**src/hw/iobus_pkg.sv**
```systemverilog
package iobus_pkg;

	// message opcode, upper nibble of byte 0
	// requests keep their codes, ok and pe use free codes so that no two members share a value
	typedef enum logic [3:0] {
		CMD_PA = 4'h0,	// interrupt pass, request
		CMD_EN = 4'h1,	// engaged, response
		CMD_W  = 4'h2,	// write, request
		CMD_R  = 4'h3,	// read, request
		CMD_OK = 4'h4,	// done, response
		CMD_PE = 4'h5	// parity error, response
	} cmd_e;

	// bus_fsm states
	typedef enum logic [2:0] {
		IDLE,		// nothing in flight
		L_REQ,		// local request sent, waiting for peer response
		L_DONE,		// answer given, waiting for master to drop
		R_ARB,		// remote request, zg up, waiting for zw
		R_DRIVE,	// remote fields on the bus
		TX_WAIT		// reply going out
	} fsm_e;

	localparam logic MSG_REQ  = 1'b1;	// request flag values
	localparam logic MSG_RESP = 1'b0;

	localparam int OP_MSB  = 7;	// byte 0 opcode field
	localparam int OP_LSB  = 4;
	localparam int REQ_BIT = 3;	// byte 0 request flag
	localparam int PN_BIT  = 7;	// a1 pn position

	localparam int NB_W   = 4;	// nb width
	localparam int WORD_W = 16;	// address and data width

	localparam int BYTE_GAP = 4;	// clocks between tx bytes
	localparam int MAX_ARGS = 5;	// longest argument list

	localparam int GAP_W = $clog2(BYTE_GAP + 1);
	localparam int CNT_W = $clog2(MAX_ARGS + 1);

	localparam logic [CNT_W-1:0] ARG_BAD = '1;	// marks an opcode/flag pair with no meaning

	// argument byte count for a byte 0, ARG_BAD if the pair is not a message
	function automatic logic [CNT_W-1:0] arg_len(input logic [3:0] op, input logic req);
		logic [CNT_W-1:0] n;
		n = ARG_BAD;
		if (req == MSG_REQ) begin
			case (op)
				CMD_W:   n = CNT_W'(5);	// a1 a2 a3
				CMD_R:   n = CNT_W'(3);	// a1 a2
				CMD_PA:  n = CNT_W'(1);	// a1
				default: n = ARG_BAD;
			endcase
		end else begin
			case (op)
				CMD_OK:         n = CNT_W'(2);	// a3
				CMD_PE, CMD_EN: n = CNT_W'(0);
				default:        n = ARG_BAD;
			endcase
		end
		return n;
	endfunction

endpackage

```
**src/hw/byte_gap_timer.sv**
```systemverilog
`timescale 1ns/1ps

module byte_gap_timer (
	input  logic clk_sys,
	input  logic rst_n,
	input  logic gap_start,	// (re)load the gap
	output logic gap_tick	// gap elapsed
);

	logic [iobus_pkg::GAP_W-1:0] cnt;	// clocks left in the gap, 0 when idle

	// gap_start in cycle t gives cnt = BYTE_GAP in t+1,
	// so the count reaches 1 exactly BYTE_GAP cycles after the start
	always_ff @(posedge clk_sys or negedge rst_n) begin
		if (!rst_n) begin
			cnt <= '0;
		end else if (gap_start) begin
			cnt <= iobus_pkg::GAP_W'(iobus_pkg::BYTE_GAP);	// restart wins over expiry
		end else if (cnt != '0) begin
			cnt <= cnt - 1'b1;	// run down, park at 0
		end
	end

	assign gap_tick = (cnt == iobus_pkg::GAP_W'(1));	// last gap cycle

endmodule

```
**src/hw/msg_rx.sv**
```systemverilog
`timescale 1ns/1ps

module msg_rx (
	input  logic                            clk_sys,
	input  logic                            rst_n,
	input  logic                            rx_valid,	// byte strobe from peer
	input  logic [7:0]                      rx_byte,
	output logic                            cmd_ready,	// message complete, one cycle
	output iobus_pkg::cmd_e                 rx_op,
	output logic                            rx_req,
	output logic                            rx_pn,
	output logic [iobus_pkg::NB_W-1:0]      rx_nb,
	output logic [iobus_pkg::WORD_W-1:0]    rx_ad,
	output logic [iobus_pkg::WORD_W-1:0]    rx_dt
);

	logic                         in_msg;	// collecting arguments
	logic [iobus_pkg::CNT_W-1:0]  cnt;	// argument bytes still to come
	logic [iobus_pkg::CNT_W-1:0]  pos;	// slot of next arg byte, 0 = a1 .. 4 = a3 low
	logic [3:0]                   op_in;	// opcode field of current byte
	logic                         req_in;	// request flag of current byte
	logic [iobus_pkg::CNT_W-1:0]  len;	// arg count if current byte is byte 0
	logic                         hdr_take;	// accepted byte 0
	logic                         arg_take;	// accepted argument byte
	logic                         last_arg;	// final argument byte

	assign op_in    = rx_byte[iobus_pkg::OP_MSB:iobus_pkg::OP_LSB];
	assign req_in   = rx_byte[iobus_pkg::REQ_BIT];
	assign len      = iobus_pkg::arg_len(op_in, req_in);
	assign hdr_take = rx_valid & ~in_msg & (len != iobus_pkg::ARG_BAD);	// junk headers fall through
	assign arg_take = rx_valid & in_msg;
	assign last_arg = arg_take & (cnt == iobus_pkg::CNT_W'(1));

	always_ff @(posedge clk_sys or negedge rst_n) begin
		if (!rst_n) begin
			in_msg    <= 1'b0;
			cnt       <= '0;
			pos       <= '0;
			cmd_ready <= 1'b0;
		end else begin
			cmd_ready <= (hdr_take & (len == '0)) | last_arg;	// cycle after last byte
			if (hdr_take) begin
				in_msg <= (len != '0);
				cnt    <= len;
				// requests start at a1, responses carry the tail of the a1..a3 list
				if (req_in == iobus_pkg::MSG_REQ)
					pos <= '0;
				else
					pos <= iobus_pkg::CNT_W'(iobus_pkg::MAX_ARGS) - len;
			end else if (arg_take) begin
				cnt <= cnt - 1'b1;
				pos <= pos + 1'b1;
				if (last_arg)
					in_msg <= 1'b0;	// next byte is a new byte 0
			end
		end
	end

	// decoded fields, held until the next accepted byte 0
	always_ff @(posedge clk_sys) begin
		if (hdr_take) begin
			rx_op  <= iobus_pkg::cmd_e'(op_in);
			rx_req <= req_in;
			rx_pn  <= 1'b0;	// fields absent from the message read as zero
			rx_nb  <= '0;
			rx_ad  <= '0;
			rx_dt  <= '0;
		end else if (arg_take) begin
			case (pos)
				0: begin
					rx_pn <= rx_byte[iobus_pkg::PN_BIT];	// a1
					rx_nb <= rx_byte[iobus_pkg::NB_W-1:0];
				end
				1: rx_ad[iobus_pkg::WORD_W-1:8] <= rx_byte;	// a2 high
				2: rx_ad[7:0] <= rx_byte;	// a2 low
				3: rx_dt[iobus_pkg::WORD_W-1:8] <= rx_byte;	// a3 high
				4: rx_dt[7:0] <= rx_byte;	// a3 low
				default: rx_dt <= rx_dt;
			endcase
		end
	end

endmodule

```
**src/hw/msg_tx.sv**
```systemverilog
`timescale 1ns/1ps

module msg_tx (
	input  logic                          clk_sys,
	input  logic                          rst_n,
	input  logic                          tx_send,	// capture and start, one cycle
	input  iobus_pkg::cmd_e               tx_op,
	input  logic                          tx_req,
	input  logic                          tx_local,	// args from local master
	input  logic                          bus_pn,
	input  logic [iobus_pkg::NB_W-1:0]    bus_nb,
	input  logic [iobus_pkg::WORD_W-1:0]  bus_ad,
	input  logic [iobus_pkg::WORD_W-1:0]  bus_dt,
	input  logic [iobus_pkg::WORD_W-1:0]  rdt,	// slave read data for ok replies
	output logic                          tx_busy,
	output logic                          tx_valid,	// byte strobe to peer
	output logic [7:0]                    tx_byte
);

	localparam int ARGS_W = 8 * iobus_pkg::MAX_ARGS;	// widest argument list in bits

	logic [iobus_pkg::CNT_W-1:0]  len;	// arg count of the message being started
	logic [iobus_pkg::CNT_W-1:0]  left;	// arg bytes still to go out
	logic [7:0]                   byte0;
	logic [7:0]                   a1;
	logic [ARGS_W-1:0]            args_full;	// a1 a2 a3 in send order
	logic [ARGS_W-1:0]            args_q;	// next byte sits at the top
	logic                         next_byte;	// gap over and bytes remain
	logic                         gap_start;
	logic                         gap_tick;

	assign len = iobus_pkg::arg_len(tx_op, tx_req);

	always_comb begin
		byte0 = '0;
		byte0[iobus_pkg::OP_MSB:iobus_pkg::OP_LSB] = tx_op;
		byte0[iobus_pkg::REQ_BIT] = tx_req;
		a1 = '0;
		a1[iobus_pkg::PN_BIT] = bus_pn;
		a1[iobus_pkg::NB_W-1:0] = bus_nb;
	end

	assign args_full = {a1, bus_ad, tx_local ? bus_dt : rdt};

	assign next_byte = tx_busy & gap_tick & (left != '0);
	// timer starts in the cycle a byte is loaded, so strobes land BYTE_GAP apart
	assign gap_start = (tx_send & (len != '0)) | (next_byte & (left > iobus_pkg::CNT_W'(1)));

	byte_gap_timer u_gap (
		.clk_sys   (clk_sys),
		.rst_n     (rst_n),
		.gap_start (gap_start),
		.gap_tick  (gap_tick)
	);

	always_ff @(posedge clk_sys or negedge rst_n) begin
		if (!rst_n) begin
			tx_busy  <= 1'b0;
			tx_valid <= 1'b0;
			left     <= '0;
		end else begin
			tx_valid <= tx_send | next_byte;
			if (tx_valid && left == '0)
				tx_busy <= 1'b0;	// last byte out this cycle
			if (tx_send) begin
				tx_busy <= 1'b1;
				left    <= len;
			end else if (next_byte) begin
				left <= left - 1'b1;
			end
		end
	end

	// byte shifter
	always_ff @(posedge clk_sys) begin
		if (tx_send) begin
			tx_byte <= byte0;
			if (tx_req == iobus_pkg::MSG_REQ)
				args_q <= args_full;	// requests send from a1 on
			else
				args_q <= args_full << (8 * (iobus_pkg::MAX_ARGS - int'(len)));	// tail only
		end else if (next_byte) begin
			tx_byte <= args_q[ARGS_W-1 -: 8];
			args_q  <= args_q << 8;
		end
	end

endmodule

```
**src/hw/bus_fsm.sv**
```systemverilog
`timescale 1ns/1ps

module bus_fsm (
	input  logic                          clk_sys,
	input  logic                          rst_n,
	input  logic                          bus_r,	// local master read
	input  logic                          bus_w,	// local master write
	input  logic                          cmd_ready,	// peer message decoded
	input  iobus_pkg::cmd_e               rx_op,
	input  logic                          rx_req,
	input  logic                          rx_pn,
	input  logic [iobus_pkg::NB_W-1:0]    rx_nb,
	input  logic [iobus_pkg::WORD_W-1:0]  rx_ad,
	input  logic [iobus_pkg::WORD_W-1:0]  rx_dt,
	input  logic                          tx_busy,
	input  logic                          zw,	// bus grant
	input  logic                          rok,	// slave done
	input  logic                          rpe,	// slave parity error
	output logic                          zg,	// bus request
	output logic                          dr,
	output logic                          dw,
	output logic                          dpa,
	output logic                          dpn,
	output logic [iobus_pkg::NB_W-1:0]    dnb,
	output logic [iobus_pkg::WORD_W-1:0]  dad,
	output logic [iobus_pkg::WORD_W-1:0]  ddt,
	output logic                          bus_ok,
	output logic                          bus_pe,
	output logic                          bus_en,
	output logic [iobus_pkg::WORD_W-1:0]  bus_rdata,
	output logic                          tx_send,
	output iobus_pkg::cmd_e               tx_op,
	output logic                          tx_req,
	output logic                          tx_local
);

	iobus_pkg::fsm_e state;
	logic            d_ena;	// remote fields onto the bus
	logic            local_req;	// master holds r or w
	logic            remote_req;	// peer request decoded
	logic            resp_in;	// peer response decoded
	logic            slave_ans;	// rok or rpe
	logic            pa_now;	// interrupt pass taken this cycle
	logic            drive;	// field drivers open

	assign local_req  = bus_r | bus_w;
	assign remote_req = cmd_ready & (rx_req == iobus_pkg::MSG_REQ);
	assign resp_in    = cmd_ready & (rx_req == iobus_pkg::MSG_RESP);
	assign slave_ans  = rok | rpe;
	// pa goes straight through in the decode cycle, local master has priority
	assign pa_now = (state == iobus_pkg::IDLE) & ~local_req & remote_req &
		(rx_op == iobus_pkg::CMD_PA);

	// send strobe is combinational so an ok reply picks up rdt while the slave holds it
	assign tx_send  = ((state == iobus_pkg::IDLE) & local_req) |
		((state == iobus_pkg::R_DRIVE) & slave_ans);
	assign tx_local = (state == iobus_pkg::IDLE);	// only local requests start from idle
	assign tx_req   = tx_local ? iobus_pkg::MSG_REQ : iobus_pkg::MSG_RESP;

	always_comb begin
		if (tx_local)
			tx_op = bus_w ? iobus_pkg::CMD_W : iobus_pkg::CMD_R;
		else
			tx_op = rok ? iobus_pkg::CMD_OK : iobus_pkg::CMD_PE;
	end

	// bus drivers
	assign drive = d_ena | pa_now;
	assign dr    = d_ena & (rx_op == iobus_pkg::CMD_R);
	assign dw    = d_ena & (rx_op == iobus_pkg::CMD_W);
	assign dpa   = pa_now;
	assign dpn   = drive & rx_pn;
	assign dnb   = drive ? rx_nb : '0;
	assign dad   = drive ? rx_ad : '0;
	assign ddt   = drive ? rx_dt : '0;

	always_ff @(posedge clk_sys or negedge rst_n) begin
		if (!rst_n) begin
			state  <= iobus_pkg::IDLE;
			zg     <= 1'b0;
			d_ena  <= 1'b0;
			bus_ok <= 1'b0;
			bus_pe <= 1'b0;
			bus_en <= 1'b0;
		end else begin
			bus_ok <= 1'b0;	// answer strobes last one cycle
			bus_pe <= 1'b0;
			bus_en <= 1'b0;
			case (state)
				iobus_pkg::IDLE: begin
					if (local_req) begin
						state <= iobus_pkg::L_REQ;	// request message leaves now
					end else if (remote_req && rx_op != iobus_pkg::CMD_PA) begin
						zg    <= 1'b1;	// r or w needs the bus
						state <= iobus_pkg::R_ARB;
					end
				end
				iobus_pkg::L_REQ: begin
					// peer requests arriving here are dropped
					if (resp_in) begin
						bus_ok <= (rx_op == iobus_pkg::CMD_OK);
						bus_pe <= (rx_op == iobus_pkg::CMD_PE);
						bus_en <= (rx_op == iobus_pkg::CMD_EN);
						state  <= iobus_pkg::L_DONE;
					end
				end
				iobus_pkg::L_DONE: begin
					if (!local_req)
						state <= iobus_pkg::IDLE;	// master let go
				end
				iobus_pkg::R_ARB: begin
					if (zw) begin
						d_ena <= 1'b1;
						state <= iobus_pkg::R_DRIVE;
					end
				end
				iobus_pkg::R_DRIVE: begin
					if (slave_ans) begin
						d_ena <= 1'b0;	// reply starts this cycle
						state <= iobus_pkg::TX_WAIT;
					end
				end
				iobus_pkg::TX_WAIT: begin
					if (!tx_busy) begin
						zg    <= 1'b0;	// reply fully out
						state <= iobus_pkg::IDLE;
					end
				end
				default: state <= iobus_pkg::IDLE;
			endcase
		end
	end

	// read data from the peer's ok
	always_ff @(posedge clk_sys) begin
		if (state == iobus_pkg::L_REQ && resp_in && rx_op == iobus_pkg::CMD_OK)
			bus_rdata <= rx_dt;
	end

endmodule

```
**src/hw/iobus.sv**
```systemverilog
`timescale 1ns/1ps

module iobus (
	input  logic                          clk_sys,
	input  logic                          rst_n,
	input  logic                          rx_valid,	// peer byte in
	input  logic [7:0]                    rx_byte,
	output logic                          tx_valid,	// peer byte out
	output logic [7:0]                    tx_byte,
	input  logic                          bus_r,	// local master
	input  logic                          bus_w,
	input  logic                          bus_pn,
	input  logic [iobus_pkg::NB_W-1:0]    bus_nb,
	input  logic [iobus_pkg::WORD_W-1:0]  bus_ad,
	input  logic [iobus_pkg::WORD_W-1:0]  bus_dt,
	output logic                          bus_ok,
	output logic                          bus_pe,
	output logic                          bus_en,
	output logic [iobus_pkg::WORD_W-1:0]  bus_rdata,
	output logic                          zg,	// local bus, remote side
	input  logic                          zw,
	output logic                          dr,
	output logic                          dw,
	output logic                          dpa,
	output logic                          dpn,
	output logic [iobus_pkg::NB_W-1:0]    dnb,
	output logic [iobus_pkg::WORD_W-1:0]  dad,
	output logic [iobus_pkg::WORD_W-1:0]  ddt,
	input  logic                          rok,
	input  logic                          rpe,
	input  logic [iobus_pkg::WORD_W-1:0]  rdt
);

	logic                          cmd_ready;
	iobus_pkg::cmd_e               rx_op;
	logic                          rx_req;
	logic                          rx_pn;
	logic [iobus_pkg::NB_W-1:0]    rx_nb;
	logic [iobus_pkg::WORD_W-1:0]  rx_ad;
	logic [iobus_pkg::WORD_W-1:0]  rx_dt;
	logic                          tx_send;
	iobus_pkg::cmd_e               tx_op;
	logic                          tx_req;
	logic                          tx_local;
	logic                          tx_busy;

	msg_rx u_rx (
		.clk_sys   (clk_sys),
		.rst_n     (rst_n),
		.rx_valid  (rx_valid),
		.rx_byte   (rx_byte),
		.cmd_ready (cmd_ready),
		.rx_op     (rx_op),
		.rx_req    (rx_req),
		.rx_pn     (rx_pn),
		.rx_nb     (rx_nb),
		.rx_ad     (rx_ad),
		.rx_dt     (rx_dt)
	);

	msg_tx u_tx (
		.clk_sys  (clk_sys),
		.rst_n    (rst_n),
		.tx_send  (tx_send),
		.tx_op    (tx_op),
		.tx_req   (tx_req),
		.tx_local (tx_local),
		.bus_pn   (bus_pn),
		.bus_nb   (bus_nb),
		.bus_ad   (bus_ad),
		.bus_dt   (bus_dt),
		.rdt      (rdt),
		.tx_busy  (tx_busy),
		.tx_valid (tx_valid),
		.tx_byte  (tx_byte)
	);

	bus_fsm u_fsm (
		.clk_sys   (clk_sys),
		.rst_n     (rst_n),
		.bus_r     (bus_r),
		.bus_w     (bus_w),
		.cmd_ready (cmd_ready),
		.rx_op     (rx_op),
		.rx_req    (rx_req),
		.rx_pn     (rx_pn),
		.rx_nb     (rx_nb),
		.rx_ad     (rx_ad),
		.rx_dt     (rx_dt),
		.tx_busy   (tx_busy),
		.zw        (zw),
		.rok       (rok),
		.rpe       (rpe),
		.zg        (zg),
		.dr        (dr),
		.dw        (dw),
		.dpa       (dpa),
		.dpn       (dpn),
		.dnb       (dnb),
		.dad       (dad),
		.ddt       (ddt),
		.bus_ok    (bus_ok),
		.bus_pe    (bus_pe),
		.bus_en    (bus_en),
		.bus_rdata (bus_rdata),
		.tx_send   (tx_send),
		.tx_op     (tx_op),
		.tx_req    (tx_req),
		.tx_local  (tx_local)
	);

endmodule

```
**config.mk**
```make
export PLATFORM = sky130hd
export DESIGN_NAME = iobus
export DESIGN_NICKNAME = d
export VERILOG_FILES = /design/src/hw/iobus_pkg.sv /design/src/hw/byte_gap_timer.sv /design/src/hw/msg_rx.sv /design/src/hw/msg_tx.sv /design/src/hw/bus_fsm.sv /design/src/hw/iobus.sv
export SDC_FILE = /design/constraint.sdc
export NUM_CORES = 1
export LEC_CHECK = 0
export ABC_AREA = 1
export BUFFER_PORTS_ARGS = -buffer_cell sky130_fd_sc_hd__buf_2
export CORE_MARGIN = 2
export CORE_UTILIZATION = 55
export CTS_CLUSTER_SIZE = 24
export DETAILED_ROUTE_END_ITERATION = 8
export PLACE_DENSITY = 0.79
export SLEW_MARGIN = 20
export SYNTH_ARGS = -nofsm -noshare
export SYNTH_HDL_FRONTEND = slang
export SYNTH_HIERARCHICAL = 1
export SYNTH_SLANG_ARGS = --single-unit
```
**constraint.sdc**
```tcl
create_clock -name clk_sys -period 4.7 [get_ports clk_sys]
set_clock_uncertainty 0.15 [all_clocks]
set_input_delay 0.235 -clock clk_sys [delete_from_list [all_inputs] [get_ports clk_sys]]
set_output_delay 0.235 -clock clk_sys [all_outputs]
set_load 0.005 [all_outputs]
```
==> results.toml <==
[outcome]
status = "complete, no violations"

[timing]
max_slew_margin_pct = 44.4
min_period_ns = 3.72
rsz0062_at_grt = "no"
worst_pin_slew_ns = 0.832
drv_slew = 0
finalSetupTns_ns = 0
hold_violations = 0
finalSetupViolations = 0
fin_crit_sh_pct = 79.2
fmax_mhz = 268

[yosys]
yosysSeqAreaShare_pct = 44.5
synth.top_cells.by_area = "edfxtp_1 26%, nand2_1 13%, dfxtp_1 11%"
synth-edff-count = 66
yosysTopAreaCell = "edfxtp_1"
ys_warn_count = 6
synth.avg_cell_area_um2 = 7.62
synth_top_area_share_pct = 26.1
syn_area_mm2 = 0.00760
synth_ff_type = "edfxtp_1"
syn_nets = 1080
yosysMostFrequentCell = "nand2_1"
synth-seq-cells = 130
synth_common_cells = "269 x nand2_1, 128 x inv_1, 98 x nand3_1"
synth_cell_types = 40
syn_inst = 997
synth-async-reset-ratio_pct = 18.5

[clock_network]
insertion_delay_ns = 0.42
cts_buffers = 17
cts_tree = "built"
path_clk_slew_ns = 0.05
cts_max_level = 4
root_buffer = "clkbuf_16"
clock_sinks = 130
clock_path_buffers = 2

[finish]
syn_to_final_growth_pct = 17.8
diodes = 0
finish.utilization_pct = 67.1
drive_above_1_share_pct = 20.7
fillers = 1150
finalNetCount = 1204

[route]
drtIter0Drc = 870
drc = 0
firstDrtPassIters = 6
postRouteWirelength_mm = 18.6
ant_nets = 0
vias_per_cell = 5.35
vias = 7014
wire_per_inst_um = 14.2

[floorplanning]
initial_core_util_pct = 56.9
io_pins = 138
die_y_um = 122
dieArea_mm2 = 0.0148
dieWidth_um = 122
coreArea_mm2 = 0.0133
std_cell_rows = 42

[worst_setup_path]
worstSetupEndpointType = "flop"
slowest_delay_ns = 0.65
r2r_end = "u_tx/args_q[23]"
crit_slowest_cell = "nor2_2"
cp.required_ns = 4.83
critPathLaunch = "u_fsm/state[0]"
critPathTopFamily = "simple AND/OR/NAND/NOR gates"
timing.critical_path.buf_inv = 3
rr_worst_depth = 12
ff2ff_setup_slack_ns = 0.98
crit_end = "u_tx/args_q[23]"
r2r-start = "u_fsm/state[0]"
setup.worst_path.start_class = "flop"
arrival_ns = 3.86
worstPathMaxFanout = 34
worstSetupPathDepth = 12
path_cells = "inv_1, nand2_4, mux2i_1, nor2_1, nor2_4, buf_4, nor2_1, ha_1, inv_1, nor2_2, nand3_1, nand2_1"
path_class = "reg2reg"

[grt]
grt-ovfl-total = 0
gr-usage-all-layers_pct = 25.6
first_global_vias = 6227
antenna_found_initial = 0
grt_max_degree = 60
grt_pass1_wl_mm = 30.0

[worst_hold_path]
hp-class = "in2reg"

[flow_run]
max-cap-violations = 0

[pwr]
powerDensity_mw_per_mm2 = 720
p_leak_uw = 0.00418
irDropWorstVdd_uv = 367

[placement]
io_buffers = 137
gp_congestion = 0.873
hpwl_mm = 12.5
[worst min-delay path by stage]
| stage | start | end | depth (start not counted) |
|---|---|---|---|
| 3_3_place_gp | rst_n | u_fsm/zg | 1 |
| 2_1_floorplan | rst_n | u_fsm/bus_en | 0 |
| 4_1_cts | rdt[5] | u_tx/args_q[5] | 3 |
| 3_5_place_dp | rst_n | u_fsm/bus_pe | 1 |
| 6_report | rdt[1] | u_tx/args_q[1] | 3 |
| 5_1_grt | rx_byte[5] | u_rx/rx_op[1] | 1 |
[state kept, by name, indices dropped and copies added (netlist names), 3 cells and up]
signal	cells
u_tx/args_q	40
u_fsm/bus_rdata	16
u_rx/rx_ad	16
u_rx/rx_dt	16
u_tx/tx_byte	8
u_rx/rx_nb	4
u_rx/rx_op	4
u_fsm/state	3
u_rx/cnt	3
u_rx/pos	3
u_tx/left	3
u_tx/u_gap/cnt	3
[report_power, final]
group          switching, uW  internal (uW)  leakage (uW)  total (uW)
Sequential               237           1840       0.00126        2070
Combinational           2080           1000       0.00262        3080
Clock                    474            825      0.000304        1300
[worst min-delay path, stage by stage]
cell	delay [ns]
buf_2	0.08
o21ai_0	0.06
nor2_1	0.07
[cells in the final DEF (no fill, tap or decap), types with 11 or more instances in the layout]
| cell | Yosys | routed |
|---|---|---|
| o21ai_0 | 48 | 48 |
| a21oi_1 | 41 | 41 |
| dfxtp_1 | 40 | 40 |
| nor2_1 | 70 | 70 |
| nor2_4 | 11 | 11 |
| ha_1 | 14 | 14 |
| nand2_1 | 269 | 268 |
| buf_2 | 14 | 137 |
| inv_1 | 128 | 128 |
| nor2_2 | 16 | 16 |
| nand3_1 | 98 | 98 |
| clkbuf_16 | 0 | 21 |
| o21ai_1 | 20 | 20 |
| dfrtp_1 | 24 | 24 |
| nand4_1 | 35 | 35 |
| edfxtp_1 | 66 | 66 |
[area by class of cell]
| cell class | instances | area (um2) | share of cell area, % |
|---|---|---|---|
| tap | 176 | 220 | 2.46 |
| inverter | 140 | 531 | 5.93 |
| multi-input combinational | 676 | 3370 | 37.6 |
| clock buffer | 25 | 561 | 6.26 |
| clock inverter | 7 | 37.5 | 0.419 |
| sequential | 130 | 3380 | 37.8 |
| timing repair buffer | 156 | 851 | 9.51 |
[timing repair]
item | CTS | global route
setup buffers | 0 | 0
endpoints found under the hold margin | 35 | 0
resized for setup | 0 | 0
hold buffers | 9 | 0
[through the flow]
step           worst slack [ns]  cell area, um2  hold slack [ns]  power (uW)  instances
2_1_floorplan              1.63            7600           -0.211        4380        997
3_3_place_gp               1.21            8260            0.119        5010       1269
3_5_place_dp               1.11            8260            0.114        5080       1269
4_1_cts                    1.07            8950          0.00181        6420       1310
5_1_grt                   0.685            8950           0.0301        6960       1310
6_report                  0.975            8950          0.00864        6450       1310
[layer usage]
metal	vias to the layer above	global-route usage [%]	wire, um
li1	3499	-	-
met2	355	39.0	8300
met3	25	5.40	1890
met1	3135	36.9	8140
met5	-	0	0
met4	0	7.40	232
[cells by family after synthesis]
logic type                 after synthesis  synth area share (%)
and+or+nand+nor                        515                  30.7
xor gates and xnor gates                 1                 0.115
AOI/OAI and AO/OA                      144                  10.9
muxes                                    1                 0.132
buffers and inverters                  191                  11.2
adders and majority gates               14                  2.31
DFF                                    130                  44.5
other                                    1                0.0494
Note: power is estimated with default switching activity, not from simulation.
